**config.mk**
```make
export PLATFORM = sky130hd
export DESIGN_NAME = hps_link
export DESIGN_NICKNAME = d
export VERILOG_FILES = /design/src/logic/hps_link_pkg.sv /design/src/logic/conf_rom.sv /design/src/logic/file_loader.sv /design/src/logic/hps_link.sv /design/src/logic/ps2_key_decoder.sv /design/src/logic/uio_decoder.sv
export SDC_FILE = /design/constraint.sdc
export NUM_CORES = 1
export LEC_CHECK = 0
export BUFFER_PORTS_ARGS = -buffer_cell sky130_fd_sc_hd__buf_2
export CORE_MARGIN = 2
export CORE_UTILIZATION = 23
export DETAILED_ROUTE_END_ITERATION = 12
export SYNTH_ARGS = -nofsm -noshare
export SYNTH_HDL_FRONTEND = slang
export SYNTH_SLANG_ARGS = --single-unit
```
**constraint.sdc**
```tcl
create_clock -name clk_sys -period 9.35 [get_ports clk_sys]
set_input_delay 0.4675 -clock clk_sys [delete_from_list [all_inputs] [get_ports clk_sys]]
set_output_delay 0.4675 -clock clk_sys [all_outputs]
set_load 0.05 [all_outputs]
```
**src/logic/hps_link_pkg.sv**
```systemverilog
package hps_link_pkg;

	////////////////////////////////////////
	// bus and payload types
	////////////////////////////////////////

	// one word on io_din / io_dout
	typedef logic [15:0]  word_t;

	// digital joystick buttons
	typedef logic [31:0]  joy_t;

	// core status, sent as 16-bit slices
	typedef logic [127:0] status_t;

	// [7:0] code, [8] extended, [9] pressed, [10] toggle
	typedef logic [10:0]  key_event_t;

	// file download stream
	typedef logic [7:0]   io_byte_t;
	typedef logic [26:0]  io_addr_t;

	////////////////////////////////////////
	// command codes
	////////////////////////////////////////

	// user-I/O frame, first word
	typedef enum logic [15:0] {
		CMD_CFG      = 16'h0001,
		CMD_JOY0     = 16'h0002,
		CMD_JOY1     = 16'h0003,
		CMD_KBD      = 16'h0005,
		CMD_JOY2     = 16'h0010,
		CMD_JOY3     = 16'h0011,
		CMD_CONF_STR = 16'h0014,
		CMD_STATUS   = 16'h001E
	} uio_cmd_e;

	// file frame, first word
	typedef enum logic [15:0] {
		FIO_FILE_TX     = 16'h0053,
		FIO_FILE_TX_DAT = 16'h0054,
		FIO_FILE_INDEX  = 16'h0055
	} fio_cmd_e;

	////////////////////////////////////////
	// core configuration string
	////////////////////////////////////////

	// packed bytes, first character in the top byte
	localparam CONF_STR = "HPSLINK;;F1,BIN,Load ROM;O12,Scale,Off,2x;R0,Reset;V,v1";

	// character count, must stay below the counter limit
	localparam int CONF_LEN = $bits(CONF_STR) / 8;

	// word counter width, counter sticks at all ones
	localparam int CNT_W = 6;

	// 16-bit slices in the status word
	localparam int STATUS_WORDS = 8;

endpackage

```
**src/logic/conf_rom.sv**
```systemverilog
`timescale 1ns/1ns

module conf_rom import hps_link_pkg::*; (
	input  logic             clk_sys,
	input  logic [CNT_W-1:0] conf_addr,
	output io_byte_t         conf_byte
);

	io_byte_t rom [2**CNT_W];

	// unpack the string, first character at address 0
	// entries past the end read as zero
	initial begin
		for (int i = 0; i < 2**CNT_W; i++) begin
			if (i < CONF_LEN) begin
				rom[i] = CONF_STR[(CONF_LEN - i) * 8 - 1 -: 8];
			end else begin
				rom[i] = '0;
			end
		end
	end

	always_ff @(posedge clk_sys) begin
		conf_byte <= rom[conf_addr];
	end

endmodule

```
**src/logic/file_loader.sv**
```systemverilog
`timescale 1ns/1ns

module file_loader import hps_link_pkg::*; (
	input  logic     clk_sys,
	input  logic     rst_n,
	input  logic     io_strobe,
	input  logic     fp_enable,
	input  word_t    io_din,
	output logic     ioctl_download,
	output word_t    ioctl_index,
	output logic     ioctl_wr,
	output io_addr_t ioctl_addr,
	output io_byte_t ioctl_dout
);

	fio_cmd_e cmd;
	logic     has_cmd;
	logic     tx_first;
	logic     wr_pend;
	io_addr_t addr;

	////////////////////////////////////////
	// file frame decode
	////////////////////////////////////////

	always_ff @(posedge clk_sys) begin
		if (!rst_n) begin
			cmd            <= fio_cmd_e'(16'h0000);
			has_cmd        <= 1'b0;
			tx_first       <= 1'b0;
			wr_pend        <= 1'b0;
			addr           <= '0;
			ioctl_download <= 1'b0;
			ioctl_index    <= '0;
			ioctl_wr       <= 1'b0;
			ioctl_addr     <= '0;
			ioctl_dout     <= '0;
		end else begin
			// write strobe trails the data latch by one cycle
			ioctl_wr <= wr_pend;
			wr_pend  <= 1'b0;

			if (!fp_enable) begin
				has_cmd <= 1'b0;
			end else if (io_strobe) begin
				if (!has_cmd) begin
					cmd      <= fio_cmd_e'(io_din);
					has_cmd  <= 1'b1;
					tx_first <= 1'b1;
				end else begin
					case (cmd)
						FIO_FILE_INDEX: ioctl_index <= io_din;

						// only the first data word starts or stops
						FIO_FILE_TX: begin
							tx_first <= 1'b0;
							if (tx_first) begin
								if (io_din[7:0] != 8'h00) begin
									addr           <= '0;
									ioctl_download <= 1'b1;
								end else begin
									ioctl_download <= 1'b0;
								end
							end
						end

						FIO_FILE_TX_DAT: begin
							if (ioctl_download) begin
								ioctl_addr <= addr;
								ioctl_dout <= io_din[7:0];
								wr_pend    <= 1'b1;
								addr       <= addr + 1'b1;
							end
						end

						default: ;
					endcase
				end
			end
		end
	end

	// no write may escape after the download has closed
	assert property (@(posedge clk_sys) disable iff (!rst_n)
		ioctl_wr |-> ioctl_download);

endmodule

```
**src/logic/hps_link.sv**
```systemverilog
`timescale 1ns/1ns

module hps_link import hps_link_pkg::*; (
	input  logic       clk_sys,
	input  logic       rst_n,
	input  logic       io_strobe,
	input  logic       io_enable,
	input  logic       fp_enable,
	input  word_t      io_din,
	output word_t      io_dout,
	output logic [1:0] buttons,
	output logic       forced_scandoubler,
	output logic       direct_video,
	output joy_t       joystick_0,
	output joy_t       joystick_1,
	output joy_t       joystick_2,
	output joy_t       joystick_3,
	output status_t    status,
	output key_event_t ps2_key,
	output logic       ioctl_download,
	output word_t      ioctl_index,
	output logic       ioctl_wr,
	output io_addr_t   ioctl_addr,
	output io_byte_t   ioctl_dout
);

	logic [CNT_W-1:0] conf_addr;
	io_byte_t         conf_byte;
	word_t            kbd_word;
	logic             kbd_valid;
	logic             kbd_clear;
	logic             kbd_done;

	////////////////////////////////////////
	// user-I/O side
	////////////////////////////////////////

	uio_decoder u_uio_decoder (
		.clk_sys            (clk_sys),
		.rst_n              (rst_n),
		.io_strobe          (io_strobe),
		.io_enable          (io_enable),
		.io_din             (io_din),
		.conf_byte          (conf_byte),
		.io_dout            (io_dout),
		.conf_addr          (conf_addr),
		.kbd_word           (kbd_word),
		.kbd_valid          (kbd_valid),
		.kbd_clear          (kbd_clear),
		.kbd_done           (kbd_done),
		.buttons            (buttons),
		.forced_scandoubler (forced_scandoubler),
		.direct_video       (direct_video),
		.joystick_0         (joystick_0),
		.joystick_1         (joystick_1),
		.joystick_2         (joystick_2),
		.joystick_3         (joystick_3),
		.status             (status)
	);

	conf_rom u_conf_rom (
		.clk_sys   (clk_sys),
		.conf_addr (conf_addr),
		.conf_byte (conf_byte)
	);

	ps2_key_decoder u_ps2_key_decoder (
		.clk_sys   (clk_sys),
		.rst_n     (rst_n),
		.kbd_word  (kbd_word),
		.kbd_valid (kbd_valid),
		.kbd_clear (kbd_clear),
		.kbd_done  (kbd_done),
		.ps2_key   (ps2_key)
	);

	////////////////////////////////////////
	// file transfer side
	////////////////////////////////////////

	file_loader u_file_loader (
		.clk_sys        (clk_sys),
		.rst_n          (rst_n),
		.io_strobe      (io_strobe),
		.fp_enable      (fp_enable),
		.io_din         (io_din),
		.ioctl_download (ioctl_download),
		.ioctl_index    (ioctl_index),
		.ioctl_wr       (ioctl_wr),
		.ioctl_addr     (ioctl_addr),
		.ioctl_dout     (ioctl_dout)
	);

endmodule

```
**src/logic/ps2_key_decoder.sv**
```systemverilog
`timescale 1ns/1ns

module ps2_key_decoder import hps_link_pkg::*; (
	input  logic       clk_sys,
	input  logic       rst_n,
	input  word_t      kbd_word,
	input  logic       kbd_valid,
	input  logic       kbd_clear,
	input  logic       kbd_done,
	output key_event_t ps2_key
);

	logic [31:0] raw;
	logic        skip;
	logic        pressed;
	logic        extended;
	logic [9:0]  key_next;

	// F0 just before the code marks a release
	assign pressed  = (raw[15:8] != 8'hf0);
	assign extended = pressed ? (raw[15:8] == 8'he0) : (raw[23:16] == 8'he0);

	////////////////////////////////////////
	// event code, long sequences first
	////////////////////////////////////////

	always_comb begin
		case (raw)
			// print screen press
			32'he012e07c: key_next = 10'h37c;
			// print screen release
			32'h7ce0f012: key_next = 10'h17c;
			// pause, press only
			32'hf014f077: key_next = 10'h377;
			default:      key_next = {pressed, extended, raw[7:0]};
		endcase
	end

	always_ff @(posedge clk_sys) begin
		if (!rst_n) begin
			raw     <= '0;
			skip    <= 1'b0;
			ps2_key <= '0;
		end else begin
			if (kbd_clear) begin
				raw  <= '0;
				skip <= 1'b0;
			end else if (kbd_valid) begin
				// upper byte all ones drops the whole frame
				if (&kbd_word[15:8]) begin
					skip <= 1'b1;
				end else if (!skip) begin
					raw <= {raw[23:0], kbd_word[7:0]};
				end
			end

			if (kbd_done && !skip) begin
				ps2_key <= {~ps2_key[10], key_next};
			end
		end
	end

endmodule

```
**src/logic/uio_decoder.sv**
```systemverilog
`timescale 1ns/1ns

module uio_decoder import hps_link_pkg::*; (
	input  logic             clk_sys,
	input  logic             rst_n,
	input  logic             io_strobe,
	input  logic             io_enable,
	input  word_t            io_din,
	input  io_byte_t         conf_byte,
	output word_t            io_dout,
	output logic [CNT_W-1:0] conf_addr,
	output word_t            kbd_word,
	output logic             kbd_valid,
	output logic             kbd_clear,
	output logic             kbd_done,
	output logic [1:0]       buttons,
	output logic             forced_scandoubler,
	output logic             direct_video,
	output joy_t             joystick_0,
	output joy_t             joystick_1,
	output joy_t             joystick_2,
	output joy_t             joystick_3,
	output status_t          status
);

	uio_cmd_e                          cmd;
	logic [CNT_W-1:0]                  word_cnt;
	logic [CNT_W-1:0]                  word_idx;
	logic [$clog2(STATUS_WORDS)-1:0]   slice_idx;
	logic                              low_half;
	logic                              data_strobe;

	// data word n maps to index n-1 (rom address, status slice)
	assign word_idx    = word_cnt - 1'b1;
	assign conf_addr   = word_idx;
	assign slice_idx   = word_idx[$clog2(STATUS_WORDS)-1:0];
	assign low_half    = (word_cnt == CNT_W'(1));
	assign data_strobe = io_enable && io_strobe && (word_cnt != '0);

	////////////////////////////////////////
	// framing and register writes
	////////////////////////////////////////

	always_ff @(posedge clk_sys) begin
		if (!rst_n) begin
			cmd                <= uio_cmd_e'(16'h0000);
			word_cnt           <= '0;
			io_dout            <= '0;
			kbd_valid          <= 1'b0;
			kbd_clear          <= 1'b0;
			kbd_done           <= 1'b0;
			buttons            <= '0;
			forced_scandoubler <= 1'b0;
			direct_video       <= 1'b0;
			joystick_0         <= '0;
			joystick_1         <= '0;
			joystick_2         <= '0;
			joystick_3         <= '0;
			status             <= '0;
		end else begin
			kbd_valid <= 1'b0;
			kbd_clear <= 1'b0;
			kbd_done  <= 1'b0;

			if (!io_enable) begin
				// frame closed so a keyboard event completes here
				kbd_done <= (cmd == CMD_KBD);
				cmd      <= uio_cmd_e'(16'h0000);
				word_cnt <= '0;
				io_dout  <= '0;
			end else if (io_strobe) begin
				io_dout <= '0;
				if (!(&word_cnt)) begin
					word_cnt <= word_cnt + 1'b1;
				end

				if (word_cnt == '0) begin
					cmd       <= uio_cmd_e'(io_din);
					kbd_clear <= (io_din == CMD_KBD);
				end else begin
					case (cmd)
						CMD_CFG: begin
							buttons            <= io_din[1:0];
							forced_scandoubler <= io_din[4];
							direct_video       <= io_din[10];
						end

						// word 1 low half, all later words high half
						CMD_JOY0: begin
							if (low_half) begin
								joystick_0[15:0] <= io_din;
							end else begin
								joystick_0[31:16] <= io_din;
							end
						end
						CMD_JOY1: begin
							if (low_half) begin
								joystick_1[15:0] <= io_din;
							end else begin
								joystick_1[31:16] <= io_din;
							end
						end
						CMD_JOY2: begin
							if (low_half) begin
								joystick_2[15:0] <= io_din;
							end else begin
								joystick_2[31:16] <= io_din;
							end
						end
						CMD_JOY3: begin
							if (low_half) begin
								joystick_3[15:0] <= io_din;
							end else begin
								joystick_3[31:16] <= io_din;
							end
						end

						// raw scan word goes to the key decoder
						CMD_KBD: kbd_valid <= 1'b1;

						// rom byte was fetched for this word already
						CMD_CONF_STR: begin
							if (word_cnt <= CONF_LEN) begin
								io_dout <= {8'h00, conf_byte};
							end
						end

						CMD_STATUS: begin
							if (word_cnt <= STATUS_WORDS) begin
								status[{slice_idx, 4'b0000} +: 16] <= io_din;
							end
						end

						default: ;
					endcase
				end
			end
		end
	end

	// raw scan word for the key decoder
	always_ff @(posedge clk_sys) begin
		if (data_strobe && (cmd == CMD_KBD)) begin
			kbd_word <= io_din;
		end
	end

	////////////////////////////////////////
	// checks
	////////////////////////////////////////

	// read-back data only inside a string frame
	assert property (@(posedge clk_sys) disable iff (!rst_n)
		(io_dout != '0) |-> ($past(io_enable) && (cmd == CMD_CONF_STR)));

	// key event only fires between frames
	assert property (@(posedge clk_sys) disable iff (!rst_n)
		kbd_done |-> !io_enable);

endmodule

```
# [Word-level counts from Yosys, hierarchy flattened]
# Memory sizes are Yosys's and may differ from the RTL's. A register that Yosys moved wholly into a read port is not among the register bits.
# Cells that the tools add are included.
[totals] in_bits=21 mem_count=1 ram_bits=0 reg_bits=468 rom_bits=448 word_cells=128 latchBits=0 out_inout_bits=340
[mem_list] name="u_conf_rom.rom" depth=64 word_bits=7 rd=1 rd_ports_with_merged_regs=1 wr=0 line="conf_rom.sv:9" rtl="io_byte_t rom [2**CNT_W];"
[op_classes] magnitude_cmp=2 eq_ne=23 multipliers=0 n_shift=2 bitwise=10 div=0 muxes=15 reduce_logical=38 add_sub_neg=4
[op_table] operator="$bwmux 128" count=1
[op_table] operator="$shift 16x9->128 const A" count=1
[op_table] operator="$shiftx 16x9->128" count=1
[op_table] operator="$mux 27" count=3
[op_table] operator="$eq 16x5->1 const B" count=4
[op_table] operator="$eq 32x32->1 const B" count=2
[op_table] operator="$reduce_and 5->1" count=12
[op_table] operator="$pmux 27 s2" count=1
[op_table] operator="$eq 16x7->1 const B" count=3
[op_table] operator="$eq 16x2->1 const B" count=2
[op_table] operator="$eq 16x3->1 const B" count=2
[op_table] operator="$eq 32x31->1 const B" count=1
[op_table] operator="$mux 16" count=2
[op_table] operator="$pmux 10 s3" count=1
[op_table] operator="$add 27x1->27 const B" count=1
[op_table] operator="$eq 16x1->1 const B" count=1
[op_table] operator="$eq 8x8->1 const B" count=2
[op_table] operator="$reduce_and 4->1" count=3
[op_table] operator="$not 1->1" count=10
[op_table] operator="$neg 7->9" count=1
[op_table] operator="$reduce_and 3->1" count=3
[op_table] operator="$reduce_and 9->1" count=1
[op_table] operator="$mux 8" count=1
[op_table] operator="$ne 8x8->1 const B" count=1
[op_table] operator="20 further kinds" count=34

# [Depth between registers and ports, before layout]
# Gate-level depths: netlist of run 1.
[depth] ltp_word=4 ltp_mapped=13 depth_no_buf=9

# [Hierarchy]
# From an unflattened synthesis of run 1, not the netlist that was laid out.
[unflattened] hier_cells=2094 hier_area_um2=19386.1
[by_module_without_submodules] module="uio_decoder" area_each_um2=12325.6 cells_each=1215 instances=1 seq_area_each_um2=6346.1
[by_module_without_submodules] module="file_loader" area_each_um2=4217.8 cells_each=527 instances=1 seq_area_each_um2=1981.9
[by_module_without_submodules] module="ps2_key_decoder" area_each_um2=1815.5 cells_each=227 instances=1 seq_area_each_um2=880.8
[by_module_without_submodules] module="conf_rom" area_each_um2=1027.2 cells_each=125 instances=1 seq_area_each_um2=140.1

# [Worst setup path before layout of run 1]
# OpenSTA, ideal clock, no wires.
[synth_path] path_type="reg-to-reg" startpoint="reg u_uio_decoder.word_cnt[1]" endpoint="reg u_uio_decoder.status[74]" path_stages_with_launch=14 arrival_time_ps=3228 synth_period_minus_slack_ps=3355 setup_ps=128 n_path_buf=4 path_slack_ps=5995 required_time_ps=9222 path_cell_list="dfxtp_1 -> clkbuf_1 -> buf_1 -> inv_1 -> ha_1 -> ha_1 -> ha_1 -> and2_1 -> nor4bb_1 -> and4_1 -> buf_2 -> buf_4 -> mux2i_1 -> nor2_1"
[synth_via] elab_chain_cells=4 word_cells_on_any_way=9 classes_between="add/sub (2); order compare (1); shift (2); mux (1); bitwise (1); reduce/logical (2)"
[synth_rtl] item="from (decl)" line="uio_decoder.sv:27" rtl="logic [CNT_W-1:0] word_cnt;"
[synth_rtl] item="from (signal assigned)" line="uio_decoder.sv:74" rtl="word_cnt <= word_cnt + 1'b1;"
[synth_rtl] item="$sub 6x1->6" line="uio_decoder.sv:34" rtl="assign word_idx = word_cnt - 1'b1;"
[synth_rtl] item="$neg 7->9" line="uio_decoder.sv:130" rtl="status[{slice_idx, 4'b0000} +: 16] <= io_din;"
[synth_rtl] item="$shiftx 16x9->128 / $shift 16x9->128 (equally long branches)" line="uio_decoder.sv:130"
[synth_rtl] item="$bwmux 128" line="uio_decoder.sv:130"
[synth_rtl] item="to (signal, indexed assignment)" line="uio_decoder.sv:130"
[synth_rtl] item="to (decl)" line="uio_decoder.sv:23" rtl="output status_t status"
# Parallel ways exist; a longest one is shown, timed or not.
# A chain may end at the register's enable or synchronous reset.

# [Worst setup path in the final report of run 1]
[layout_path] startpoint="reg u_uio_decoder.word_cnt[1]" endpoint="reg u_uio_decoder.status[110]"
# The elaborated chain is that of the path after synthesis.

==> flow_metrics.env, run 1 <==
export IMPL_outcome="complete, no violations"
export IMPL_die_y_um=286.5
export IMPL_layout_common_cells="442 x dfxtp_1, 431 x nand2_1, 350 x buf_2"
export IMPL_grt_pass1_wl_um=97500
export IMPL_wire_per_inst_um=19.16
export IMPL_post_route_period_util_pct=47.28
export IMPL_drt_total_wl_um=66550
export IMPL_avgSynthCellArea_um2=8.620
export IMPL_ys_types=80
export IMPL_tightest_slew_ns=1.154
export IMPL_synth_edf_count=16
export IMPL_antenna_found_initial=3
export IMPL_final_cells=3473
export IMPL_powerDensity_mw_per_mm2=187.5
export IMPL_setup_tns_ns=0
export IMPL_maxCapViolCount=0
export IMPL_power_mw=4.246
export IMPL_post_cts_buffers=0
export IMPL_cts_root_buffer="clkbuf_16"
export IMPL_syn_area_mm2=0.01835
export IMPL_grt_pass1_vias=14900
export IMPL_cts_htree_levels=2
export IMPL_max_freq_mhz=226.2
export IMPL_cts_tree="done"
export IMPL_dpl_hpwl_um=44050
export IMPL_drive_gt1_share_pct=20.94
export IMPL_min_period_ns=4.420
export IMPL_holdWs_ns=0.1099
export IMPL_cts_buffers=49
export IMPL_cts_resized=0
export IMPL_setup_viol=0
export IMPL_ir_worst_vdd_v=0.0001108
export IMPL_grt_remaining_overflow=0
export IMPL_async_flop_share_pct=0
export IMPL_antenna_left=0
export IMPL_crit_path_end_kind="register"
export IMPL_synthFlopType="dfxtp_1"
export IMPL_hold_class="in2reg"
export IMPL_grt_max_degree=147
export IMPL_ys_ff_latch=458
export IMPL_ctsHoldBuffers=0
export IMPL_drt_initial_drc_count=1171
export IMPL_hold_end="u_uio_decoder.kbd_done"
export IMPL_crit_fanout=28
export IMPL_syn2layout_area_growth_pct=23.43
export IMPL_rows=103
export IMPL_r2r_end="u_uio_decoder.status[110]"
export IMPL_worstSkewPairLatency_ns=0.59
export IMPL_ys_seq_area_share_pct=50.83
export IMPL_worst_r2r_cell_count=9
export IMPL_postSynthCellCount=2129
export IMPL_critPathLaunchType="register"
export IMPL_gp_congestion=0.8620
export IMPL_dp_cells=3383
export IMPL_vias=16364
export IMPL_path_class="reg2reg"
export IMPL_slew_viol_final=0
export IMPL_hold_violations=0
export IMPL_finalNetCount=2417
export IMPL_yosysWarningCount=0
export IMPL_hold_start="io_enable"
export IMPL_clk_pin_slew_ns=0.06
export IMPL_cts_buffer_depth=3
export IMPL_post_dp_cell_area_mm2=0.02093
export IMPL_ios=361
export IMPL_required_ns=9.77
export IMPL_r2r_slack_ns=4.93
export IMPL_final_common_cell="dfxtp_1"
export IMPL_stdcell_area_mm2=0.02265
export IMPL_maxSlewHeadroom_pct=22.65
export IMPL_rsz0062_at_grt="no"
export IMPL_dieWidth_um=286.5
export IMPL_r2r_start="u_uio_decoder.word_cnt[1]"
export IMPL_p_leak_nw=8.858
export IMPL_cp_data_arrival_time_ns=4.84
export IMPL_dr_pass1_iters=5
export IMPL_initial_core_util_pct=23.23
export IMPL_io_buffers=351
export IMPL_grtUsageTotal_pct=15.48
export IMPL_die_area_mm2=0.08207
export IMPL_core_area_mm2=0.07900
export IMPL_cts_num_sinks=458
export IMPL_fin_worst_skew_ns=0.02875
export IMPL_post_route_drc_count=0
export IMPL_hold_depth=2
export IMPL_vias_per_cell=4.712
-- registers in the layout (all words and copies together), names as in the netlist, 2 cells and up --
name and cells:
u_uio_decoder.status 128, u_ps2_key_decoder.raw 32, u_uio_decoder.joystick_0 32, u_uio_decoder.joystick_1 32, u_uio_decoder.joystick_2 32, u_uio_decoder.joystick_3 32
u_file_loader.addr 27, u_file_loader.ioctl_addr 27, u_file_loader.cmd 16, u_file_loader.ioctl_index 16, u_uio_decoder.cmd 16, u_uio_decoder.kbd_word 16
u_ps2_key_decoder.ps2_key 11, u_file_loader.ioctl_dout 8, u_conf_rom.conf_byte 7, u_uio_decoder.io_dout 7, u_uio_decoder.word_cnt 6, u_uio_decoder.buttons 2
-- where the power goes --
| group | leakage (nW) | switching (mW) | internal, mW |
|---|---|---|---|
| combinational | 4.32 | 0.162 | 0.0425 |
| clock | 0.833 | 0.835 | 1.23 |
| sequential | 3.71 | 0.00711 | 1.97 |
| total | 8.86 | 1.00 | 3.24 |
-- worst max path at each step --
stage	from	to	slack, ns	cells past startpoint
after detailed placement	u_uio_decoder.word_cnt[1]	u_uio_decoder.status[16]	5.05	9
final	u_uio_decoder.word_cnt[1]	u_uio_decoder.status[110]	4.93	9
after floorplan	u_uio_decoder.word_cnt[1]	u_uio_decoder.status[74]	5.99	13
after global placement	u_uio_decoder.word_cnt[1]	u_uio_decoder.status[104]	5.19	9
after global routing	u_uio_decoder.word_cnt[1]	u_uio_decoder.status[107]	4.56	9
after CTS	u_uio_decoder.word_cnt[1]	u_uio_decoder.status[23]	5.03	9
-- worst max-delay path, cell delays in order (launching register included) --
cell,delay [ns]
dfxtp_1,0.85
inv_1,0.33
ha_1,0.37
ha_1,0.92
ha_1,0.38
nor2b_1,0.20
and3_1,0.20
nand4_1,0.63
nand2_1,0.28
a21oi_1,0.08
-- synthesized netlist by cell type, types with 5 or more instances --
cell type  instances  area share (%)
dfxtp_1          442              48
nand2_1          431             8.8
a21oi_1          232             6.3
nand3_1          206             5.6
clkbuf_1         140             2.9
o21ai_0          113             3.1
mux2i_1          101             5.5
nor2_1            71             1.5
nand4_1           32             1.1
nor4_1            20            0.68
nand2b_1          18            0.61
nor3_1            18            0.49
edfxtp_1          16             2.6
inv_1             16            0.33
and3_1            15            0.51
buf_1             15            0.31
buf_4             13            0.53
buf_2             12            0.33
ha_1              12            0.82
nor2b_1           12            0.41
a22o_1            11            0.52
and4_1            11            0.52
o211ai_1          11            0.45
and2_1            10            0.34
or4_1             10            0.41
o221a_2            8            0.49
or3_1              8            0.27
xnor2_1            7            0.33
a211oi_1           6            0.25
a31oi_1            5            0.17
nand3b_1           5            0.20
nor3b_1            5            0.20
-- final cells by class --
class                           count  area, um^2
Tap cell                         1050        1314
Clock buffer                       67        1414
Antenna cell                        2       5.005
Sequential cell                   458        9329
Clock inverter                     21       302.8
Inverter                           16       65.06
Multi-Input combinational cell   1477        8214
Timing Repair Buffer              382        2008
Fill cell                        8462       56350
-- metrics by stage --
stage	utilization, %	setup slack (ns)
after floorplan	-	5.995
after global placement	26.49	5.192
after detailed placement	26.49	5.055
after CTS	28.67	5.032
after global routing	28.67	4.558
final	28.67	4.930
-- cell families (layout without fill, tap and decap cells) --
kind of cell             Yosys count  in the layout  share of synthesized area, %
adder cells (fa/ha/maj)           12             12                        0.8181
other                              1             11                       0.02043
AND/OR/NAND/NOR                  907            907                         23.67
AO/OA/AOI/OAI                    437            437                         13.79
multiplexers                     104            104                         5.815
XOR/XNOR                           8              8                        0.3818
buffers and inverters            202            486                         4.670
flip-flops                       458            458                         50.83
-- metal layers --
metal / share of wire (%) / GRT usage, %
met5: 0 / 0
met1: 46 / 21.06
met4: 1.5 / 3.181
met2: 45 / 24.45
met3: 8.1 / 4.253
Note: power is estimated with default switching activity, not from simulation.
==> inputs of run 2 (changes only) <==
Clock period 9.35 ns to 4.5 ns, I/O delays scaled along.
==> run 2 against run 1 <==
Clock skew fell by 0.012 ns. Total power rose by 110%. Die area did not move. Worst hold slack got worse by 0.023 ns. Register-to-register slack got worse by 3.9 ns. Largest power group unchanged.
==> flow_metrics.env, run 2 (synthesis results as in run 1) <==
export IMPL_outcome="complete, no violations"
export IMPL_dieWidth_um=286.5
export IMPL_cts_root_buffer="clkbuf_16"
export IMPL_max_freq_mhz=288.7
export IMPL_crit_slowest_cell="nand4_1"
export IMPL_maxSlewHeadroom_pct=29.81
export IMPL_wl_met3_um=5601
export IMPL_slew_viol_final=0
export IMPL_setup_viol=0
export IMPL_fin_worst_skew_ns=0.01674
export IMPL_core_area_mm2=0.07900
export IMPL_grtUsageTotal_pct=15.65
export IMPL_dr_pass1_iters=5
export IMPL_worstSkewPairLatency_ns=0.58
export IMPL_wl_met2_um=29660
export IMPL_cts_buffers=49
export IMPL_cts_resized=0
export IMPL_wire_per_inst_um=19.41
export IMPL_hold_violations=0
export IMPL_clk_pin_slew_ns=0.06
export IMPL_dpl_hpwl_um=44660
export IMPL_ios=361
export IMPL_ir_worst_vdd_v=0.0002129
export IMPL_post_route_period_util_pct=76.96
export IMPL_maxCapViolCount=0
export IMPL_vias=16441
export IMPL_crit_chain="buf_4 > inv_1 > ha_1 > nand2b_1 > a2111oi_4 > nand4_1 > nand2_1 > a21oi_1"
export IMPL_min_period_ns=3.463
export IMPL_crit_path_end_kind="register"
export IMPL_powerDensity_mw_per_mm2=389.8
export IMPL_die_area_mm2=0.08207
export IMPL_path_buf_inv=2
export IMPL_post_route_drc_count=0
export IMPL_cts_tree="done"
export IMPL_path_class="reg2reg"
export IMPL_antenna_left=0
export IMPL_ctsHoldBuffers=2
export IMPL_grt_max_degree=156
export IMPL_tightest_slew_ns=1.049
export IMPL_drive_gt1_share_pct=21.15
export IMPL_grt_pass1_wl_um=98300
export IMPL_gp_congestion=0.8445
export IMPL_power_mw=8.853
export IMPL_die_y_um=286.5
export IMPL_cp_slowest_stage_delay_ns=0.84
export IMPL_setup_tns_ns=0
export IMPL_regMostFlops="u_uio_decoder.status"
export IMPL_drt_total_wl_um=67480
export IMPL_grt_pass1_vias=14937
export IMPL_hold_class="in2reg"
export IMPL_largest_reg_flops=128
export IMPL_wl_met1_um=30410
export IMPL_drt_initial_drc_count=1301
export IMPL_p_leak_nw=8.911
export IMPL_rsz0062_at_grt="no"
export IMPL_syn2layout_area_growth_pct=23.77
export IMPL_path_delay_family="simple AND/OR/NAND/NOR gates"
export IMPL_critPathLaunchType="register"
export IMPL_finalNetCount=2422
export IMPL_io_buffers=351
export IMPL_vias_per_cell=4.729
export IMPL_antenna_found_initial=3
export IMPL_cts_htree_levels=2
export IMPL_final_common_cell="dfxtp_1"
export IMPL_r2r_slack_ns=1.04
export IMPL_grt_remaining_overflow=0
export IMPL_post_cts_buffers=0
export IMPL_top_layer="met4"
export IMPL_layout_common_cells="442 x dfxtp_1, 431 x nand2_1, 350 x buf_2"
export IMPL_cp_data_arrival_time_ns=3.90
export IMPL_crit_fanout=26
export IMPL_rows=103
export IMPL_cts_num_sinks=458
export IMPL_required_ns=4.94
export IMPL_cts_buffer_depth=3
export IMPL_initial_core_util_pct=23.23
-- run 2: worst paths after layout --
check / from / cells after the start / end
setup / recovery: u_uio_decoder.word_cnt[1] / 8 / u_uio_decoder.status[83]
hold / removal: rst_n / 3 / u_uio_decoder.joystick_1[28]
setup reg to reg: u_uio_decoder.word_cnt[1] / 8 / u_uio_decoder.status[83]
hold reg to reg: u_conf_rom.conf_byte[5] / 1 / u_uio_decoder.io_dout[5]
-- run 2: cell type report --
class	count	area [um^2]
Fill cell	8452	56290
Sequential cell	458	9329
Multi-Input combinational cell	1477	8220
Timing Repair Buffer	387	2051
Clock buffer	69	1473
Tap cell	1050	1314
Clock inverter	19	260.3
Inverter	16	65.06
Antenna cell	1	2.502
-- run 2: stage by stage --
step	hold slack [ns]	cell area (um^2)	utilization, %	std cells	worst slack, ns
detailed placement	0.4232	20960	26.53	3386	1.102
global placement	0.4226	20960	26.53	3386	1.137
floorplan	0.3013	18380	-	2137	1.145
finish	0.08671	22710	28.75	3477	1.037
global route	0.08126	22710	28.75	3477	0.8107
CTS	0.05668	22710	28.75	3476	1.098
-- run 2: per-layer routing --
layer	vias up	GRT usage [%]
met3	95	4.412
met4	0	4.751
li1	7958	-
met1	7790	21.27
met5	-	0
met2	598	23.92
-- run 2: report_power, final --
part	switching [mW]	internal (mW)
clock	1.74	2.57
sequential	0.0141	4.10
combinational	0.339	0.0907
total	2.09	6.76
-- run 2: worst min-delay path: stages --
cell and delay, ns:
buf_6 0.19, nand2_1 0.12, mux2i_1 0.05
